--- src/verilog/lsu_settings.svh ---
`ifndef LSU_SETTINGS_SVH
`define LSU_SETTINGS_SVH

// MIPS major opcodes for loads.
`define EXE_LB  6'h20
`define EXE_LH  6'h21
`define EXE_LW  6'h23
`define EXE_LBU 6'h24
`define EXE_LHU 6'h25

// MIPS major opcodes for stores.
`define EXE_SB  6'h28
`define EXE_SH  6'h29
`define EXE_SW  6'h2B

// Data RAM geometry, in 32-bit words.
`define RAM_ADDR_BITS 8
`define RAM_WORDS     (1 << `RAM_ADDR_BITS)

`endif

--- src/verilog/lsu_pkg.sv ---
`include "lsu_settings.svh"

package lsu_pkg;

   typedef logic [31:0] word_t;                    // Data or byte address.
   typedef logic [5:0]  opcode_t;                  // Major opcode field.
   typedef logic [3:0]  byte_sel_t;                // Bit n enables byte n.
   typedef logic [`RAM_ADDR_BITS-1:0] ram_index_t; // Word index into the RAM.

   typedef enum logic [1:0] {
      ST_IDLE,
      ST_BUS,
      ST_FINISH
   } bus_state_t;

endpackage

--- src/verilog/mem_control.sv ---
`timescale 1ns/1ns
`include "lsu_settings.svh"

module mem_control
   import lsu_pkg::*;
(
   input  opcode_t   op_code,
   input  word_t     addr,
   input  word_t     read_data,
   input  word_t     write_data,
   output logic      mem_en,
   output logic      is_store,
   output byte_sel_t memsel,
   output word_t     final_wdata,
   output word_t     final_rdata,
   output logic      addr_error_lw,
   output logic      addr_error_sw
);

   logic [15:0] rd_half;
   logic [7:0]  rd_byte;

   // Lane extraction for sub-word loads.
   assign rd_half = addr[1] ? read_data[31:16] : read_data[15:0];
   assign rd_byte = read_data[8*addr[1:0] +: 8];

   always_comb begin
      mem_en        = 1'b0;
      is_store      = 1'b0;
      memsel        = 4'b0000;
      final_wdata   = '0;
      final_rdata   = '0;
      addr_error_lw = 1'b0;
      addr_error_sw = 1'b0;
      case (op_code)
         `EXE_SW: begin
            is_store = 1'b1;
            if (addr[1:0] == 2'b00) begin
               mem_en      = 1'b1;
               memsel      = 4'b1111;
               final_wdata = write_data;
            end else begin
               addr_error_sw = 1'b1;
            end
         end
         `EXE_SH: begin
            is_store    = 1'b1;
            final_wdata = {2{write_data[15:0]}}; // Same half in both lanes.
            if (!addr[0]) begin
               mem_en = 1'b1;
               memsel = addr[1] ? 4'b1100 : 4'b0011;
            end else begin
               addr_error_sw = 1'b1;
            end
         end
         `EXE_SB: begin
            is_store    = 1'b1;
            mem_en      = 1'b1;
            final_wdata = {4{write_data[7:0]}};
            memsel      = 4'b0001 << addr[1:0];  // One lane, never misaligned.
         end
         `EXE_LW: begin
            if (addr[1:0] == 2'b00) begin
               mem_en      = 1'b1;
               memsel      = 4'b1111;
               final_rdata = read_data;
            end else begin
               addr_error_lw = 1'b1;
            end
         end
         `EXE_LH: begin
            if (!addr[0]) begin
               mem_en      = 1'b1;
               memsel      = 4'b1111;
               final_rdata = {{16{rd_half[15]}}, rd_half};
            end else begin
               addr_error_lw = 1'b1;
            end
         end
         `EXE_LHU: begin
            if (!addr[0]) begin
               mem_en      = 1'b1;
               memsel      = 4'b1111;
               final_rdata = {16'b0, rd_half};
            end else begin
               addr_error_lw = 1'b1;
            end
         end
         `EXE_LB: begin
            mem_en      = 1'b1;
            memsel      = 4'b1111;
            final_rdata = {{24{rd_byte[7]}}, rd_byte};
         end
         `EXE_LBU: begin
            mem_en      = 1'b1;
            memsel      = 4'b1111;
            final_rdata = {24'b0, rd_byte};
         end
         default: begin
            // Unknown opcode, nothing to do on the bus.
            mem_en = 1'b0;
         end
      endcase
   end

endmodule

--- config.mk ---
export PLATFORM = sky130hd
export DESIGN_NAME = mem_control
export DESIGN_NICKNAME = d
export VERILOG_FILES = /design/src/verilog/lsu_pkg.sv /design/src/verilog/mem_control.sv
export VERILOG_INCLUDE_DIRS = /design/src /design/src/verilog
export SDC_FILE = /design/constraint.sdc
export NUM_CORES = 1
export LEC_CHECK = 0
export ABC_AREA = 1
export BUFFER_PORTS_ARGS = -buffer_cell sky130_fd_sc_hd__buf_2
export CORE_AREA = 2 2 68 70
export DETAILED_ROUTE_END_ITERATION = 8
export DIE_AREA = 0 0 70 72
export GPL_TIMING_DRIVEN = 0
export MAX_ROUTING_LAYER = met4
export PLACE_DENSITY_LB_ADDON = 0.3
export SETUP_SLACK_MARGIN = 0.3
export SLEW_MARGIN = 20
export SYNTH_ARGS = -nofsm -noshare
export SYNTH_HDL_FRONTEND = slang
export SYNTH_SLANG_ARGS = --single-unit
--- constraint.sdc ---
create_clock -name vclk -period 2.78
set_clock_uncertainty 0.15 [all_clocks]
set_input_delay 0.417 -clock vclk [all_inputs]
set_output_delay 0.417 -clock vclk [all_outputs]
set_load 0.05 [all_outputs]
# == After elaboration in Yosys (flattened, before gate mapping) ==
# Cells that the tools add are included.
# classes
n_mux,20
shift,2
eq_ne,8
n_reduce_logical,7
# ops
cell,n
case mux 32 bit (5 select lines),1
two-way mux 32 bit,3
case mux 32 bit (3 select lines),1
== test 6 bit (second input constant),8
two-way mux 16 bit,2
variable part select 32 x 6 -> 8 bit,1
case mux 4 bit (5 select lines),1
two-way mux 4 bit,4
OR reduction 3 bit,3
OR reduction 2 bit,3
two-way mux 1 bit,5
case mux 1 bit (2 select lines),2
left shift 1 x 2 -> 4 bit (first input constant),1
case mux 1 bit (3 select lines),1
logical NOT 2 bit,1
# totals
ff_bits,0
output_inout_bits,72
wordCells,37

# == Logic depth before layout (Yosys ltp) ==
# Gate-level depths: netlist of the first run.
# depth
word_depth,3
depth_mapped,8
depth_no_buf,7

# == Worst setup path after synthesis of the first run ==
# Ideal clock, no wire load.
# synth_path
path_kind,input to output
start,in addr[1]
end,out final_wdata[0]
arrival_ns,2.133
n_path_buf,2
slack_ns,0.080
path_stages,5
path_cell_list,buf_2 -> nor2_1 -> buf_2 -> nand2_1 -> o21ai_0
# synth_via
elab_chain_cells,3
# synth_lines
item,line,source
start: declaration,mem_control.sv:8,"input word_t addr,"
logical NOT 2 bit,mem_control.sv:38,if (addr[1:0] == 2'b00) begin
two-way mux 32 bit,mem_control.sv:38,
case mux 32 bit (3 select lines),mem_control.sv:35,case (op_code)
end: declaration,mem_control.sv:14,"output word_t final_wdata,"
# No other way between the ends.

# == Worst setup path after layout of the first run ==
# layout_path
start,in op_code[5]
end,out final_rdata[3]
# layout_via
elab_chain_cells,2
word_cells_on_any_way,6
classes_between,5 x eq/ne; 1 x mux
# layout_lines
item,line,source
start: declaration,mem_control.sv:7,"input opcode_t op_code,"
== test 6 bit,mem_control.sv:35,
case mux 32 bit (5 select lines) *,mem_control.sv:35,
end: declaration,mem_control.sv:15,"output word_t final_rdata,"
# Every way passes the cells marked *; elsewhere a longest branch is shown, timed or not.

==> qor.csv, run 1 <==
metric;value;unit
Setup WS post-layout;0.365;ns
Power Total;0.277;mW
internal power;0.0830;mW
total core area;4260;um2
grt ovf;0;
Top Ports;174;
Cell variety after synth;17;
die height;72;um
leakage;1.63;nW
layout clock buffer count;0;
number of port buffers;143;
Mapped Cells;372;
Syn Area/Cell;4.43;um2
TritonRoute pass-1 iters;6;
minimum clock period;2.42;ns
fraction of layout cells with a size suffix above 1;33.8;%
highest fanout seen on the critical path;9;
Fillers;479;
drt wl/cell;13.8;um
Worst setup EP type;output pin;
# diodes;0;
GR Util All Layers;29.8;%
largest net degree at the start of global routing;11;
Placed Area;2430;um2
post-placement setup slack;0.190;ns
routed vias;3102;
FMAX;414;MHz
Row Count;24;
Final nets;621;
Final Non-Filler Cells;569;
worst-margin pin slew;0.471;ns
IR drop worst, VDD;54.6;uV
initial antenna violation count;0;
# setup viols final;0;
DIE WIDTH;70;um
max-capacitance violation count;0;
switch share;70.0;%
clock network power share;0;%
antenna viol nets, final;0;
total number of sequential cells;0;
Starting Density;38.6;%
status;finished clean;
vias in the first global route;2697;
Fin. Hold Viols;0;
kind of critical path;in -> out;
fin. max-slew vios;0;
combinational share of power;100.0;%
Max-slew headroom;68.6;%
post-route design area;2520;um2
pwr dens;110;nW/um2
period utilization;86.9;%
Worst Hold Class;in -> out;
Min Hold Slack;1.07;ns
CP Data Arrival Time;1.85;ns
Worst EP required;2.21;ns
crit path launch type;input port;
mapped cell area;1650;um2
HPWL Detailed;6210;um
Post-Route Setup TNS;0;ns
DRC violations left;0;
Syn Nets;474;
Finished Core Util;59.0;%
drt total wl;7870;um
net switching power;0.194;mW
Die Area;5040;um2
RSZ-0062 raised after global routing;true;
via/cell ratio;5.45;
YS warnings;0;
Seq/Total Area, Yosys;0;%
initial drt markers;219;
first-pass GRT wire length;12400;um
gpl congestion;0.993;
dpl cells;567;
sequential power share;0;%
Reg area;0;um2
area grow syn2layout;52.8;%
worst paths after layout:
| kind | startpoint | end | slack (ns) | cells after the start |
|---|---|---|---|---|
| worst max-delay path | op_code[5] | final_rdata[3] | 0.36 | 8 |
| worst min-delay path | write_data[16] | final_wdata[16] | 1.07 | 4 |
layer usage:
layer  vias to the layer above  wire length [um]  GRT usage, %
met5                         -                 0             -
met4                         0               139          7.48
met3                        14               822          2.78
met2                       210              3910          53.3
met1                      1348              3000          36.3
li1                       1530                 -             -
placed cells by master, fill, tap and decap left out:
cell type | netlist | layout
inv_1 | 22 | 21
nor2_2 | 2 | 4
nand3_1 | 62 | 62
clkbuf_4 | 0 | 18
o21ai_1 | 0 | 7
o21ai_0 | 26 | 19
nand2_4 | 0 | 1
o211ai_1 | 1 | 1
buf_2 | 13 | 138
buf_1 | 0 | 1
nor2_4 | 2 | 4
buf_4 | 2 | 4
nand2_2 | 2 | 2
nand2_1 | 155 | 154
nor3_1 | 2 | 2
clkbuf_2 | 0 | 1
nand4_1 | 33 | 33
clkbuf_1 | 7 | 5
inv_2 | 2 | 3
a21oi_1 | 2 | 2
clkinv_1 | 1 | 1
nor2_1 | 38 | 34
logic make-up after synthesis:
family / count (synthesis) / share of synthesized area, %
AO/OA/AOI/OAI: 29 / 8.97
buffers and inverters: 47 / 12.2
AND/OR/NAND/NOR: 296 / 78.9
cells in the mapped netlist:
library cell | number | area [um2]
a21oi_1 | 2 | 10.0
nor3_1 | 2 | 10.0
nand4_1 | 33 | 206
inv_1 | 22 | 82.6
clkinv_1 | 1 | 3.75
buf_4 | 2 | 15.0
inv_2 | 2 | 7.51
nor2_2 | 2 | 12.5
o211ai_1 | 1 | 7.51
nand2_2 | 2 | 12.5
nand3_1 | 62 | 310
nand2_1 | 155 | 582
clkbuf_1 | 7 | 26.3
nor2_4 | 2 | 22.5
buf_2 | 13 | 65.1
nor2_1 | 38 | 143
o21ai_0 | 26 | 130
critical path: stages:
cell,delay [ns]
buf_2,0.09
inv_1,0.05
nor2_4,0.23
nand2_1,0.19
nor2_2,0.37
nand3_1,0.13
nand3_1,0.10
buf_2,0.27
power by group through the flow:
| stage | registers [mW] | logic, mW | clock network [mW] |
|---|---|---|---|
| 2_1_floorplan | 0 | 0.152 | 0 |
| 3_3_place_gp | 0 | 0.264 | 0 |
| 3_5_place_dp | 0 | 0.265 | 0 |
| 4_1_cts | 0 | 0.267 | 0 |
| 5_1_grt | 0 | 0.301 | 0 |
| 6_report | 0 | 0.277 | 0 |
cell type report:
class / instances / area, um2 / area share, %
multi-input combinational: 325 / 1470 / 58.6
timing repair buffer: 145 / 771 / 30.6
buffer: 22 / 113 / 4.48
inverter: 25 / 93.8 / 3.73
tap: 52 / 65.1 / 2.59
what timing repair did:
action / 4_1_cts / 5_1_grt
buffers inserted: 0 / 2
endpoints found under the hold margin: 0 / 0
pin swaps: 0 / 1
hold buffers: 0 / 0
gates resized for setup: 4 / 25
setup endpoints to repair: 18 / 53
Note: power is estimated with default switching activity, not from simulation.
==> run 2: changes to the inputs <==
ABC_AREA = 0   (was 1)
CORE_AREA = 2 2 67 69   (was 2 2 68 70)
DIE_AREA = 0 0 69 71   (was 0 0 70 72)
==> run 2 against run 1 <==
Fmax fell by 3.9%. Die area fell by 2.8%. Combinational power barely moved. First-iteration DRC count fell by 54%. Area after synthesis fell by 20%. Core utilization rose by 4.6 points. Setup slack got worse by 0.099 ns. Global-route usage fell by 5.8 points. Sequential share of layout area did not move. Non-clock buffer count rose by 9. Critical endpoint is now final_rdata[29]. Largest cell class unchanged. Highest routed layer unchanged.
==> qor.csv, run 2 <==
metric;value;unit
Starting Density;31.2;%
internal power;0.119;mW
GR Util All Layers;24.1;%
Seq/Total Area, Yosys;0;%
clock network power share;0;%
combinational share of power;100.0;%
kind of critical path;in -> out;
number of port buffers;142;
worst-margin pin slew;0.481;ns
status;finished clean;
routed vias;2218;
period utilization;90.4;%
Die Area;4900;um2
IR drop worst, VDD;50.3;uV
Fillers;371;
hold buffers post-CTS;0;
antenna viol nets, final;0;
Fin. Hold Viols;0;
DIE WIDTH;69;um
HPWL Detailed;4640;um
gpl congestion;0.809;
switch share;57.1;%
drt total wl;6650;um
via/cell ratio;5.76;
leakage;1.44;nW
total core area;4200;um2
Cell variety after synth;37;
Syn Area/Cell;7.33;um2
crit path launch type;input port;
layout clock buffer count;0;
initial drt markers;100;
grt ovf;0;
Syn Nets;281;
DRC violations left;0;
most frequent cells in the layout;buf_2 (103), buf_6 (30), buf_4 (28);
Row Count;24;
commonest non-fill, non-tap cell in the layout;buf_2;
top cells by area, synth;mux4_2 (14%), a21o_1 (9.7%), a22oi_1 (9.2%);
area grow syn2layout;104;%
RSZ-0062 raised after global routing;true;
Final Non-Filler Cells;385;
TritonRoute pass-1 iters;4;
# diodes;0;
highest fanout seen on the critical path;5;
max-capacitance violation count;0;
fin. max-slew vios;0;
hold_sp;write_data[28];
Hold Crit Depth;4;
Worst Hold Class;in -> out;
Top Ports;174;
sequential power share;0;%
most common cell in the synthesized netlist;o21ai_0;
YS warnings;0;
fraction of layout cells with a size suffix above 1;67.3;%
minimum clock period;2.51;ns
Hold EP;final_wdata[28];
Yosys top cell area share;13.7;%
vias in the first global route;2156;
FMAX;398;MHz
largest net degree at the start of global routing;11;
mapped cell area;1310;um2
Final nets;437;
die height;71;um
CP Data Arrival Time;1.95;ns
drt wl/cell;17.3;um
Worst EP required;2.21;ns
post-placement setup slack;-0.248;ns
Max-slew headroom;67.9;%
initial antenna violation count;0;
first-pass GRT wire length;9680;um
pwr dens;103;nW/um2
Post-synth top cells;o21ai_0 (23), a21o_1 (17), a22oi_1 (16), nand2_1 (16), a22o_1 (13);
total number of sequential cells;0;
Setup WS post-layout;0.266;ns
# setup viols final;0;
net switching power;0.158;mW
dpl cells;373;
Finished Core Util;63.6;%
Worst setup EP type;output pin;
post-synth top area cell;mux4_2;
Min Hold Slack;1.02;ns
Reg area;0;um2
Mapped Cells;179;
## run 2: cell count changes after synthesis, sizes merged, moves of 17 or more
cell	change
a21o	+17
a22oi	+17
inv	-22
nand2	-141
nand3	-54
nand4	-33
nor2	-37
## run 2: metal layers
layer  global-route usage (%)  vias up  share of wire (%)
met1                     26.1     1032                 36
met3                     3.13       17                7.5
met2                     45.4      137                 54
met5                        -        -                  0
li1                         -     1032                  -
met4                     7.63        0                2.3
## run 2: timing repair
action	CTS	global route
buffers inserted	7	3
setup endpoints to repair	68	52
endpoints found under the hold margin	0	0
cloned	0	2
pin swaps	4	8
resized for setup	81	51
## run 2: layout make-up
cell class         count  area (um2)  area share (%)
multi-input cells    155        1370            51.4
repair buffers       154        1030            38.6
well taps             52        65.1            2.43
plain buffers         22         195            7.30
inverters              2        7.51           0.281
## run 2: logic make-up after synthesis
kind of cell    share of synthesized area [%]
buf+inv                                  9.45
compound gates                           47.4
mux                                      17.7
simple gates                             25.4
## run 2: worst max-delay path by stage
stage | start | end | slack, ns | depth (start not counted)
after global routing | addr[0] | final_rdata[29] | 0.23 | 8
after floorplan | op_code[3] | final_rdata[5] | 0.04 | 7
final | addr[0] | final_rdata[29] | 0.27 | 8
after global placement | addr[1] | final_rdata[25] | -0.21 | 8
after detailed placement | addr[1] | final_rdata[22] | -0.25 | 8
after CTS | addr[0] | final_rdata[22] | 0.27 | 8
## run 2: worst max-delay path, cell delays in order
cell and delay, ns:
buf_6 0.08, buf_8 0.09, mux4_2 0.52, a22oi_2 0.26, nor3_4 0.10, buf_6 0.14, a21o_2 0.19, buf_6 0.15
## run 2: power by group through the flow
stage / combinational, mW / clock [mW] / sequential (mW)
3_3_place_gp: 0.235 / 0 / 0
5_1_grt: 0.293 / 0 / 0
6_report: 0.277 / 0 / 0
3_5_place_dp: 0.239 / 0 / 0
4_1_cts: 0.260 / 0 / 0
2_1_floorplan: 0.144 / 0 / 0
## run 2: per-stage QoR
| stage | area [um2] | power (mW) | TNS (ns) |
|---|---|---|---|
| after floorplan | 1400 | 0.144 | 0 |
| after detailed placement | 2170 | 0.239 | -6.35 |
| after global placement | 2170 | 0.235 | -5.22 |
| after CTS | 2470 | 0.260 | 0 |
| after global routing | 2680 | 0.293 | 0 |
| final | 2680 | 0.277 | 0 |
