===== config.mk =====
export PLATFORM = sky130hd
export DESIGN_NAME = lsu_bus_master
export DESIGN_NICKNAME = d
export VERILOG_FILES = /design/src/verilog/lsu_pkg.sv /design/src/verilog/lsu_bus_master.sv
export VERILOG_INCLUDE_DIRS = /design/src /design/src/verilog
export SDC_FILE = /design/constraint.sdc
export NUM_CORES = 1
export LEC_CHECK = 0
export BUFFER_PORTS_ARGS = -buffer_cell sky130_fd_sc_hd__buf_4
export CORE_AREA = 5 5 121 123
export CTS_BUF_LIST = sky130_fd_sc_hd__clkbuf_8
export CTS_CLUSTER_DIAMETER = 200
export DETAILED_ROUTE_END_ITERATION = 10
export DIE_AREA = 0 0 126 128
export PLACE_DENSITY_LB_ADDON = 0.1
export SYNTH_ARGS = -nofsm -noshare
export SYNTH_HDL_FRONTEND = slang
export SYNTH_SLANG_ARGS = --single-unit
export TNS_END_PERCENT = 100

===== constraint.sdc =====
create_clock -name clk -period 5.55 [get_ports clk]
set_input_delay 0.555 -clock clk [delete_from_list [all_inputs] [get_ports clk]]
set_output_delay 0.555 -clock clk [all_outputs]
set_load 0.01 [all_outputs]

===== src/verilog/lsu_settings.svh =====
`ifndef LSU_SETTINGS_SVH
`define LSU_SETTINGS_SVH

// MIPS major opcodes for loads.
`define EXE_LB  6'h20
`define EXE_LH  6'h21
`define EXE_LW  6'h23
`define EXE_LBU 6'h24
`define EXE_LHU 6'h25

// MIPS major opcodes for stores.
`define EXE_SB  6'h28
`define EXE_SH  6'h29
`define EXE_SW  6'h2B

// Data RAM geometry, in 32-bit words.
`define RAM_ADDR_BITS 8
`define RAM_WORDS     (1 << `RAM_ADDR_BITS)

`endif


===== src/verilog/lsu_pkg.sv =====
`include "lsu_settings.svh"

package lsu_pkg;

   typedef logic [31:0] word_t;                    // Data or byte address.
   typedef logic [5:0]  opcode_t;                  // Major opcode field.
   typedef logic [3:0]  byte_sel_t;                // Bit n enables byte n.
   typedef logic [`RAM_ADDR_BITS-1:0] ram_index_t; // Word index into the RAM.

   typedef enum logic [1:0] {
      ST_IDLE,
      ST_BUS,
      ST_FINISH
   } bus_state_t;

endpackage


===== src/verilog/lsu_bus_master.sv =====
`timescale 1ns/1ns

module lsu_bus_master
   import lsu_pkg::*;
(
   input  logic      clk,
   input  logic      rst_n,
   input  logic      start,
   input  opcode_t   op_code,
   input  word_t     addr,
   input  word_t     write_data,
   output logic      busy,
   output logic      done,
   output word_t     read_data,
   output logic      addr_error_lw,
   output logic      addr_error_sw,
   output opcode_t   req_op,
   output word_t     req_addr,
   output word_t     req_wdata,
   input  logic      mc_mem_en,
   input  logic      mc_is_store,
   input  byte_sel_t mc_sel,
   input  word_t     mc_wdata,
   input  word_t     mc_rdata,
   input  logic      mc_err_lw,
   input  logic      mc_err_sw,
   output logic      wb_cyc,
   output logic      wb_stb,
   output logic      wb_we,
   output word_t     wb_adr,
   output byte_sel_t wb_sel,
   output word_t     wb_dat_w,
   input  logic      wb_ack
);

   bus_state_t state;
   logic       bus_req;

   assign busy = (state != ST_IDLE);
   assign done = (state == ST_FINISH); // One cycle, FINISH always returns to IDLE.

   // Classic cycle, cyc and stb move together.
   assign wb_cyc   = bus_req;
   assign wb_stb   = bus_req;
   assign wb_adr   = req_addr;
   assign wb_sel   = mc_sel;
   assign wb_dat_w = mc_wdata;

   // Request payload, held for mem_control while busy.
   always_ff @(posedge clk) begin
      if (state == ST_IDLE && start) begin
         req_op    <= op_code;
         req_addr  <= addr;
         req_wdata <= write_data;
      end
   end

   always_ff @(posedge clk or negedge rst_n) begin
      if (!rst_n) begin
         state         <= ST_IDLE;
         bus_req       <= 1'b0;
         wb_we         <= 1'b0;
         read_data     <= '0;
         addr_error_lw <= 1'b0;
         addr_error_sw <= 1'b0;
      end else begin
         case (state)
            ST_IDLE: begin
               if (start)
                  state <= ST_BUS;
            end
            ST_BUS: begin
               if (!bus_req) begin
                  if (mc_mem_en) begin
                     bus_req <= 1'b1;           // Open the bus cycle.
                     wb_we   <= mc_is_store;
                  end else begin
                     state         <= ST_FINISH; // Error or unknown op, no bus.
                     read_data     <= '0;
                     addr_error_lw <= mc_err_lw;
                     addr_error_sw <= mc_err_sw;
                  end
               end else if (wb_ack) begin
                  bus_req       <= 1'b0;
                  wb_we         <= 1'b0;
                  state         <= ST_FINISH;
                  read_data     <= mc_is_store ? '0 : mc_rdata;
                  addr_error_lw <= 1'b0;
                  addr_error_sw <= 1'b0;
               end
            end
            ST_FINISH: state <= ST_IDLE;
            default:   state <= ST_IDLE;
         endcase
      end
   end

endmodule


Yosys cells after proc, flatten, opt, wreduce, memory -nomap -nowiden. Index checks and enable logic that the tools add are counted.

$add $sub $neg: 0. $mul: 0. Div/mod/pow operators: 0. Order comparisons: 0. Eq/ne operators: 7. Shift-type cells: 0. Multiplexer cells: 19. Bitwise gates (word level): 0. Reductions and logical operators: 7.

Operators by type and width (count): $mux 32 (4); $mux 1 (10); $reduce_and 3->1 (3); $mux 2 (4); $ne 3x3->1 const B (2); $ne 2x2->1 const B (2); $pmux 2 s2 (1); $reduce_bool 2->1 (2); $eq 2x1->1 const B (1); $eq 2x2->1 const B (1); $logic_not 2->1 (1); $ne 2x1->1 const B (1); $logic_and 1x1->1 (1).

Register bits after elaboration: 108. Bits in latches: 0. RAM bits: 0. Bits in read-only memories: 0. Logic and storage cells: 42. Memories kept: 0.

Longest topological paths before layout. Gate-level depths: netlist (run 1).

Depth after elaboration: 3. Depth in mapped cells: 5. Mapped depth without buffers: 3.

Least setup slack after synthesis (run 1). OpenSTA, ideal clock, no wires.

Path kind: flip-flop to flip-flop. From: reg state[0]. To: reg req_addr[0], enable pin. Arrival time: 3613 ps. Slack: 1438 ps. Cell stages (with the launch flop): 3. Period minus slack after synthesis: 4112 ps. Cells stage by stage: dfrtp_1 > or2_1 > nor2_1.

Longest elaborated chain between the ends: 2.

RTL lines: start: declaration (RTL line lsu_bus_master.sv:36) `bus_state_t state;`; start signal: assignment (RTL line lsu_bus_master.sv:60) `state <= ST_IDLE;`; start signal: assignment (RTL line lsu_bus_master.sv:70) `state <= ST_BUS;`; start signal: assignment (RTL line lsu_bus_master.sv:78) `state <= ST_FINISH;`; $logic_not 2->1 (RTL line lsu_bus_master.sv:51) `if (state == ST_IDLE && start) begin`; $logic_and 1x1->1 (RTL line lsu_bus_master.sv:51); end signal: assignment (RTL line lsu_bus_master.sv:53) `req_addr <= addr;`; end: declaration (RTL line lsu_bus_master.sv:18) `output word_t req_addr,`.

Every way passes these cells. A chain may end at the register's enable or synchronous reset.

Final worst setup path (run 1).
From: reg state[0]. To: reg req_wdata[25], enable pin.

Longest elaborated chain between the ends: 2.

RTL lines: $logic_not 2->1 (RTL line lsu_bus_master.sv:51); $logic_and 1x1->1 (RTL line lsu_bus_master.sv:51); end signal: assignment (RTL line lsu_bus_master.sv:54) `req_wdata <= write_data;`; end: declaration (RTL line lsu_bus_master.sv:19) `output word_t req_wdata,`.

Every way passes these cells.

==> flow_metrics.tcl, run 1 <==
set metrics [dict create \
    num_vias 2745 \
    antennaDiodeCount 0 \
    setup_violations 0 \
    max-vdd-ir-drop_uv 213 \
    cp.arrival_ns 2.33 \
    ys_types 23 \
    cts_tree "yes" \
    power_density_mw_per_mm2 463 \
    root_buffer "clkbuf_8" \
    layout_common_cells "buf_4 (253), edfxtp_1 (70), dfrtp_1 (38)" \
    fin_area_mm2 0.00609 \
    start_kind "flip-flop" \
    numPortBuffers 250 \
    clkTransAtPathRegs_ns 0.11 \
    drc 0 \
    track_usage_pct 12.9 \
    die_area_mm2 0.0161 \
    yosys_register_bits 108 \
    synth-edff-count 70 \
    grt_pass1_vias 2729 \
    dp_cells 660 \
    reg2reg_from "state[0]$_DFFE_PN0P_" \
    ctsHoldBuffers 0 \
    cts_made_buffers 9 \
    synth_ff_type "edfxtp_1" \
    r2r_slack_ns 3.22 \
    ys_async_sr_fraction_pct 35.2 \
    cts_resized 0 \
    path_max_fanout 40 \
    outcome "completed" \
    fmax_mhz 430 \
    yosys_warnings 0 \
    reg2reg_depth 3 \
    io_pins 323 \
    max-slew-margin-rel_pct 42.9 \
    fin_hold_ws_ns 0.146 \
    antenna_found_initial 0 \
    crit_path_start "state[0]$_DFFE_PN0P_" \
    areaGrowthSynthToFinish_pct 39.5 \
    nets 637 \
    mostFrequentLayoutCell "buf_4" \
    syn_area_per_cell_um2 14.4 \
    layout-drive-gt1-share_pct 54.4 \
    finalHoldViolCount 0 \
    tns_ns 0 \
    period_minus_slack_ns 2.33 \
    drt-total-wl_um 11000 \
    final_cells 676 \
    clock_path_buffers 2 \
    drv_slew 0 \
    overflow 0 \
    power.leakage_nw 2.77 \
    synthesis.nets 450 \
    routedWlPerCell_um 16.3 \
    fin_crit_sh_pct 41.9 \
    post_cts_buffers 0 \
    hold_class "input port to asynchronous set/reset pin" \
    cap_violations 0 \
    mappedNetlistArea_mm2 0.00436 \
    grt_pass1_wl_um 16000 \
    coreArea_mm2 0.0136 \
    clk_latency_ns 0.36 \
    timing.rr.end "req_wdata[25]$_DFFE_PP_" \
    cp-end-kind "flip-flop" \
    die_y_um 128 \
    finClkSkew_ns 0.0137 \
    drt_pre_antenna_iters 4 \
    yosysSeqAreaShare_pct 70.0 \
    initialDrtViolationCount 107 \
    hpwlAfterDp_um 8570 \
    ant_nets 0 \
    critical_path_required_ns 5.55 \
    tightest_slew_ns 0.854 \
    netlist_instances 304 \
    htree_levels 3 \
    gp_congestion 0.772 \
    initial_utilization_pct 32.2 \
    viasPerCell 4.06 \
    grt_max_degree 41 \
    path_class "flip-flop to flip-flop" \
    cts.sinks 108 \
    placed_area_mm2 0.00590 \
    die_width_um 126 \
    rsz0062_at_grt "no" \
    fp-row-count 43 \
]
power breakdown:
group	internal [W]	leakage (nW)	switching (W)
logic	0.000538	1.52	0.000532
registers	0.00115	1.16	0.000128
clock network	0.000208	0.0984	0.000267
cell type report:
cell class              count  area, um2
repair buffers            253       1900
clock inverters             7       67.6
inverters                  35        131
multi-input cells          84        588
well taps                 180        225
clock buffers               9        124
fillers                  1264       7470
flip-flops and latches    108       3050
registers in the layout (all words and copies together), names as in the netlist:
name and count:
req_addr 32, wb_we 1, req_wdata 32, req_op 6, addr_error_sw 1, state 2, addr_error_lw 1, read_data 32
wb_cyc 1
per-layer routing:
| layer | global-route usage (%) | wire length [um] |
|---|---|---|
| met1 | 16.3 | 4640 |
| met2 | 19.9 | 5110 |
| met3 | 6.00 | 1210 |
| met4 | 3.85 | 85 |
| met5 | 0 | 0 |
cell usage after synthesis (2+ instances only):
cell / instances / area share (%)
buf_12: 3 / 1.4
buf_2: 3 / 0.34
buf_4: 69 / 12
dfrtp_1: 38 / 22
edfxtp_1: 70 / 48
inv_1: 34 / 2.9
mux2_1: 2 / 0.52
mux2i_1: 32 / 7.3
nand2_1: 33 / 2.8
nor2_1: 3 / 0.26
nor2b_1: 5 / 0.72
worst max-delay path, stage by stage, from the launching register on:
cell	delay [ns]
dfrtp_1	0.43
or2_1	0.29
nor2_4	0.66
buf_4	0.55
how the worst max path moves through the flow:
| stage | end | slack [ns] |
|---|---|---|
| 2_1_floorplan | req_addr[0]$_DFFE_PP_ | 1.44 |
| 6_report | req_wdata[25]$_DFFE_PP_ | 3.22 |
| 3_5_place_dp | req_wdata[4]$_DFFE_PP_ | 3.17 |
| 5_1_grt | req_addr[10]$_DFFE_PP_ | 3.08 |
| 3_3_place_gp | req_addr[16]$_DFFE_PP_ | 3.21 |
| 4_1_cts | req_op[1]$_DFFE_PP_ | 3.17 |
metrics by stage:
step	total power [W]	setup WS [ns]	utilization (%)
2_1_floorplan	0.00191	1.44	-
5_1_grt	0.00300	3.08	44.9
4_1_cts	0.00288	3.17	44.9
3_5_place_dp	0.00239	3.17	43.5
6_report	0.00282	3.22	44.9
3_3_place_gp	0.00239	3.21	43.5
kinds of logic (layout without fill, tap and decap cells):
logic type,Yosys count,in the layout,share of synthesized area (%)
mux,34,34,7.86
compound gates,3,3,0.459
simple gates,47,47,4.79
buf+inv,112,304,16.9
flops,108,108,70.0
Power figures use the tool's default switching activity.
==> inputs of run 2 (changes only) <==
Settings changed: CORE_AREA 5 5 121 123 to 5 5 124 126, DIE_AREA 0 0 126 128 to 0 0 129 131.
Clock period 5.55 ns to 2.1 ns, I/O delays scaled along.
==> run 2 against run 1 <==
  * Register-to-register slack lost 2.7 ns
  * Die area grew 4.8%
  * Clock power grew to 2.9 times the previous value
  * Via count grew 10%
  * Final area grew 13%
  * Largest cell class unchanged
==> flow_metrics.tcl, run 2 (synthesis results as in run 1) <==
set metrics [dict create \
    num_vias 3022 \
    grt_max_degree 71 \
    cts_tree "yes" \
    start_kind "flip-flop" \
    drt_pre_antenna_iters 4 \
    critical_path_required_ns 2.39 \
    clkTransAtPathRegs_ns 0.11 \
    die_area_mm2 0.0169 \
    timing.rr.end "read_data[14]$_DFFE_PN0P_" \
    clk_latency_ns 0.37 \
    hp-start "mc_rdata[13]" \
    grt_pass1_wl_um 16700 \
    viasPerCell 4.02 \
    pre_cts_slack_ns 0.534 \
    die_y_um 131 \
    layout-drive-gt1-share_pct 48.1 \
    gp_congestion 0.743 \
    fmax_mhz 624 \
    io_pins 323 \
    final_cells 751 \
    fin_crit_sh_pct 76.3 \
    track_usage_pct 13.0 \
    clock_path_buffers 2 \
    finClkSkew_ns 0.00745 \
    layout_common_cells "buf_4 (251), dlygate4sd3_1 (71), edfxtp_1 (70)" \
    reg_top3 "read_data (32), req_addr (32), req_wdata (32)" \
    setup_violations 0 \
    coreArea_mm2 0.0142 \
    areaGrowthSynthToFinish_pct 57.2 \
    power.leakage_nw 3.09 \
    numPortBuffers 250 \
    path_max_fanout 34 \
    htree_levels 3 \
    cts.sinks 108 \
    placed_area_mm2 0.00593 \
    power_density_mw_per_mm2 1130 \
    cp-end-kind "flip-flop" \
    die_width_um 129 \
    overflow 0 \
    fin_area_mm2 0.00686 \
    outcome "completed" \
    drc 0 \
    post_cts_buffers 0 \
    dp_cells 664 \
    fp-row-count 44 \
    max-vdd-ir-drop_uv 575 \
    fin_hold_ws_ns 0.0677 \
    cts_made_buffers 9 \
    period_minus_slack_ns 1.60 \
    hold_class "input port to flip-flop" \
    rsz0062_at_grt "no" \
    cp.arrival_ns 1.89 \
    worstHoldEndpoint "read_data[13]$_DFFE_PN0P_" \
    initial_utilization_pct 30.7 \
    grt_pass1_vias 3127 \
    antennaDiodeCount 0 \
    max-slew-margin-rel_pct 66.7 \
    r2r_slack_ns 0.50 \
    layout_setup_ws_ns 0.499 \
    finalHoldViolCount 0 \
    hpwlAfterDp_um 8510 \
    drt-total-wl_um 11500 \
    reg2reg_depth 4 \
    path_class "flip-flop to flip-flop" \
    antenna_found_initial 0 \
    hold_depth 3 \
    initialDrtViolationCount 68 \
    reg2reg_from "wb_cyc$_DFFE_PN0N_" \
    nets 708 \
    root_buffer "clkbuf_8" \
    routedWlPerCell_um 15.3 \
    cap_violations 0 \
    post-route-util_pct 48.3 \
    mostFrequentLayoutCell "buf_4" \
    ant_nets 0 \
    tightest_slew_ns 0.500 \
    drv_slew 0 \
]
run 2: routing by layer:
layer  routed length [um]  track usage, %
met1                 4260            14.6
met2                 5600            21.7
met3                 1440            5.65
met4                  208            5.87
met5                    0               0
run 2: metrics by stage:
stage | total power (W) | setup TNS, ns
after floorplan | 0.00503 | -1.71
after global placement | 0.00636 | 0
after detailed placement | 0.00638 | 0
after CTS | 0.00793 | 0
after global routing | 0.00828 | 0
final | 0.00777 | 0
run 2: how the worst max path moves through the flow:
stage                         start                         to  slack [ns]  depth (start not counted)
2_1_floorplan  state[1]$_DFFE_PN0P_      req_addr[0]$_DFFE_PP_       -0.02                          2
3_3_place_gp     wb_cyc$_DFFE_PN0N_  read_data[19]$_DFFE_PN0P_        0.60                          4
3_5_place_dp     wb_cyc$_DFFE_PN0N_   read_data[0]$_DFFE_PN0P_        0.53                          4
4_1_cts          wb_cyc$_DFFE_PN0N_  read_data[14]$_DFFE_PN0P_        0.51                          4
5_1_grt          wb_cyc$_DFFE_PN0N_  read_data[14]$_DFFE_PN0P_        0.37                          4
6_report         wb_cyc$_DFFE_PN0N_  read_data[14]$_DFFE_PN0P_        0.50                          4
run 2: what timing repair did:
action                    4_1_cts  5_1_grt
hold endpoints to repair      107        1
resized for setup               0        0
hold buffers                   70        1
run 2: cell type report:
type	count	area [um2]
Fill cell	1310	7340
Sequential cell	108	3050
Multi-Input combinational cell	84	591
Clock buffer	9	124
Timing Repair Buffer	324	2640
Clock inverter	7	96.3
Tap cell	184	230
Inverter	35	131
run 2: power by group:
part / internal (W) / leakage [nW] / switching (W)
combinational: 0.00156 / 1.82 / 0.00145
clock: 0.000677 / 0.110 / 0.000715
sequential: 0.00303 / 1.16 / 0.000337
total: 0.00527 / 3.09 / 0.00251
run 2: worst max-delay path, stage by stage (launching register included):
cell and delay (ns):
dfrtp_1 0.46, and2b_1 0.24, nor3_4 0.27, buf_12 0.28
mux2i_1 0.24
==> inputs of run 3 (changes only) <==
Settings changed: ABC_AREA from default to 1, CORE_AREA 5 5 124 126 to 5 5 123 125, DIE_AREA 0 0 129 131 to 0 0 128 130.
Clock period 2.1 ns to 1.51 ns, I/O delays scaled along.
==> run 3 against run 2 <==
  * Critical path depth stayed put
  * Sequential share of layout area is 0.83 points lower
  * First-iteration DRC count is 120% higher
  * Global-route usage is 1.6 points higher
  * Maximum frequency is 18% higher
  * Synthesized cell count is 27% higher
  * Total power is 33% higher
  * Hold slack worse by 0.016 ns
  * Utilization is 2.5 points higher
  * Clock skew is 0.0028 ns higher
  * Routed wire length is 10% higher
  * Largest cell class unchanged
  * Register-to-register slack worse by 0.34 ns
==> flow_metrics.tcl, run 3 <==
set metrics [dict create \
    outcome "completed" \
    period_minus_slack_ns 1.35 \
    antennaDiodeCount 0 \
    finalHoldViolCount 0 \
    netlist.area_leader.share_pct 46.9 \
    final_cells 833 \
    coreArea_mm2 0.0138 \
    rsz0062_at_grt "no" \
    max-slew-margin-rel_pct 66.6 \
    reg2reg_from "state[1]$_DFFE_PN0P_" \
    finClkSkew_ns 0.0103 \
    power_w 0.0103 \
    netlist_instances 387 \
    root_buffer "clkbuf_8" \
    cts_resized 0 \
    busiest_layer "met2" \
    cap_violations 0 \
    drv_slew 0 \
    syn_area_per_cell_um2 11.6 \
    cts_made_buffers 9 \
    cp.arrival_ns 1.41 \
    numPortBuffers 250 \
    crit_path_start "state[1]$_DFFE_PN0P_" \
    clock_path_buffers 2 \
    yosys_register_bits 108 \
    grtUsageMet1_pct 16.7 \
    power.leakage_nw 3.47 \
    yosysSeqAreaShare_pct 68.1 \
    yosysTopAreaCell "edfxtp_1" \
    routedWlPerCell_um 15.2 \
    die_area_mm2 0.0166 \
    hp-start "mc_is_store" \
    max-vdd-ir-drop_uv 918 \
    synth_ff_type "edfxtp_1" \
    gp_congestion 0.733 \
    clk_latency_ns 0.37 \
    cp-end-kind "flip-flop" \
    drt-total-wl_um 12700 \
    fmax_mhz 738 \
    grt_use_met2_pct 25.5 \
    layout-drive-gt1-share_pct 43.5 \
    path_max_fanout 50 \
    dp_cells 746 \
    placed_area_mm2 0.00608 \
    tns_ns 0 \
    areaGrowthSynthToFinish_pct 55.8 \
    mappedNetlistArea_mm2 0.00449 \
    setup_violations 0 \
    cts_tree "yes" \
    grt_pass1_wl_um 18900 \
    yosys-top-cells-count "nand2_1 (78), buf_4 (74), edfxtp_1 (70)" \
    power_density_mw_per_mm2 1480 \
    drt_pre_antenna_iters 4 \
    ys_async_sr_fraction_pct 35.2 \
    grt_pass1_vias 3583 \
    track_usage_pct 14.7 \
    reg_top3 "read_data (32), req_addr (32), req_wdata (32)" \
    layout_common_cells "buf_4 (260), nand2_1 (77), dlygate4sd3_1 (71)" \
    die_y_um 130 \
    num_vias 3504 \
    antenna_found_initial 0 \
    clkTransAtPathRegs_ns 0.10 \
    layout_setup_ws_ns 0.156 \
    ys_types 15 \
    critical_path_required_ns 1.57 \
    hold_class "input port to flip-flop" \
    synth_most_common_cell "nand2_1" \
    synth-edff-count 70 \
    hpwlAfterDp_um 9390 \
    synth_top_cells_by_area "edfxtp_1 (47%), dfrtp_1 (21%), buf_4 (12%), nand2_1 (6.5%), nand3_1 (3.9%)" \
    pre_cts_slack_ns 0.153 \
    start_kind "flip-flop" \
    fillers 1250 \
    initialDrtViolationCount 151 \
    path_class "flip-flop to flip-flop" \
    die_width_um 128 \
    synthesis.nets 533 \
    fp-row-count 43 \
    ant_nets 0 \
    drc 0 \
    io_pins 323 \
    grt_use_met3_pct 6.34 \
    initial_utilization_pct 32.6 \
    mostFrequentLayoutCell "buf_4" \
    htree_levels 3 \
    viasPerCell 4.21 \
    overflow 0 \
    grt_max_degree 51 \
    fin_area_mm2 0.00699 \
    yosys_warnings 0 \
    reg2reg_depth 4 \
    nets 794 \
    tightest_slew_ns 0.502 \
    fin_crit_sh_pct 89.7 \
    cts.sinks 108 \
    hold_depth 3 \
]
[run 3: cell count changes in the layout (fill, tap and decap cells not counted), sizes merged, moves of 5 or more]
cell	delta
nand2	+46
nand3	+36
nor2	+34
mux2i	-32
inv	+10
buf	+8
nor2b	-5
[run 3: what timing repair did]
| item | in CTS | in global routing |
|---|---|---|
| endpoints found under the hold margin | 108 | 0 |
| buffers inserted | 0 | 0 |
| hold buffers | 71 | 0 |
[run 3: power by group]
part | leakage (nW) | switching (W) | total [W] | internal (W)
clock network | 0.100 | 0.00100 | 0.00179 | 0.000791
registers | 1.17 | 0.000444 | 0.00455 | 0.00411
logic | 2.20 | 0.00212 | 0.00400 | 0.00188
total | 3.47 | 0.00356 | 0.0103 | 0.00678
[run 3: worst paths after layout]
path	slack, ns	endpoint
min	0.05	wb_we$_DFFE_PN0P_
max	0.16	req_wdata[7]$_DFFE_PP_
max reg2reg	0.16	req_wdata[7]$_DFFE_PP_
min in group asynchronous	0.28	read_data[21]$_DFFE_PN0P_
min reg2reg	0.49	read_data[16]$_DFFE_PN0P_
max in group asynchronous	0.87	read_data[11]$_DFFE_PN0P_
[run 3: worst max-delay path, cell delays in order, from the launching register on]
cell	delay (ns)
dfrtp_1	0.43
inv_2	0.09
nand2_4	0.06
nor2_4	0.16
buf_12	0.27
[run 3: cell families after synthesis]
family,after synthesis,synth area share (%)
AOI/OAI and AO/OA,2,0.223
and+or+nand+nor,153,14.4
DFF,108,68.1
buffers and inverters,124,17.3
[run 3: metal layers]
metal / vias up / wire, um / part of all wire, %
met3: 10 / 1470 / 12
met4: 0 / 125 / 0.98
met2: 201 / 6360 / 50
met5: - / 0 / 0
li1: 1677 / - / -
met1: 1616 / 4740 / 37
[run 3: layout make-up]
class / count / area (um2) / area share (%)
clock buffer: 9 / 124 / 1.77
clock inverter: 7 / 78.8 / 1.13
inverter: 42 / 158 / 2.26
multi-input combinational: 155 / 669 / 9.58
sequential: 108 / 3050 / 43.7
tap: 180 / 225 / 3.22
timing repair buffer: 332 / 2680 / 38.4
[run 3: metrics by stage]
step	hold WS, ns	utilization (%)
after global placement	0.162	44.1
after CTS	0.0139	50.8
after detailed placement	0.165	44.1
final	0.0517	50.8
after floorplan	-0.145	-
after global routing	0.0320	50.8
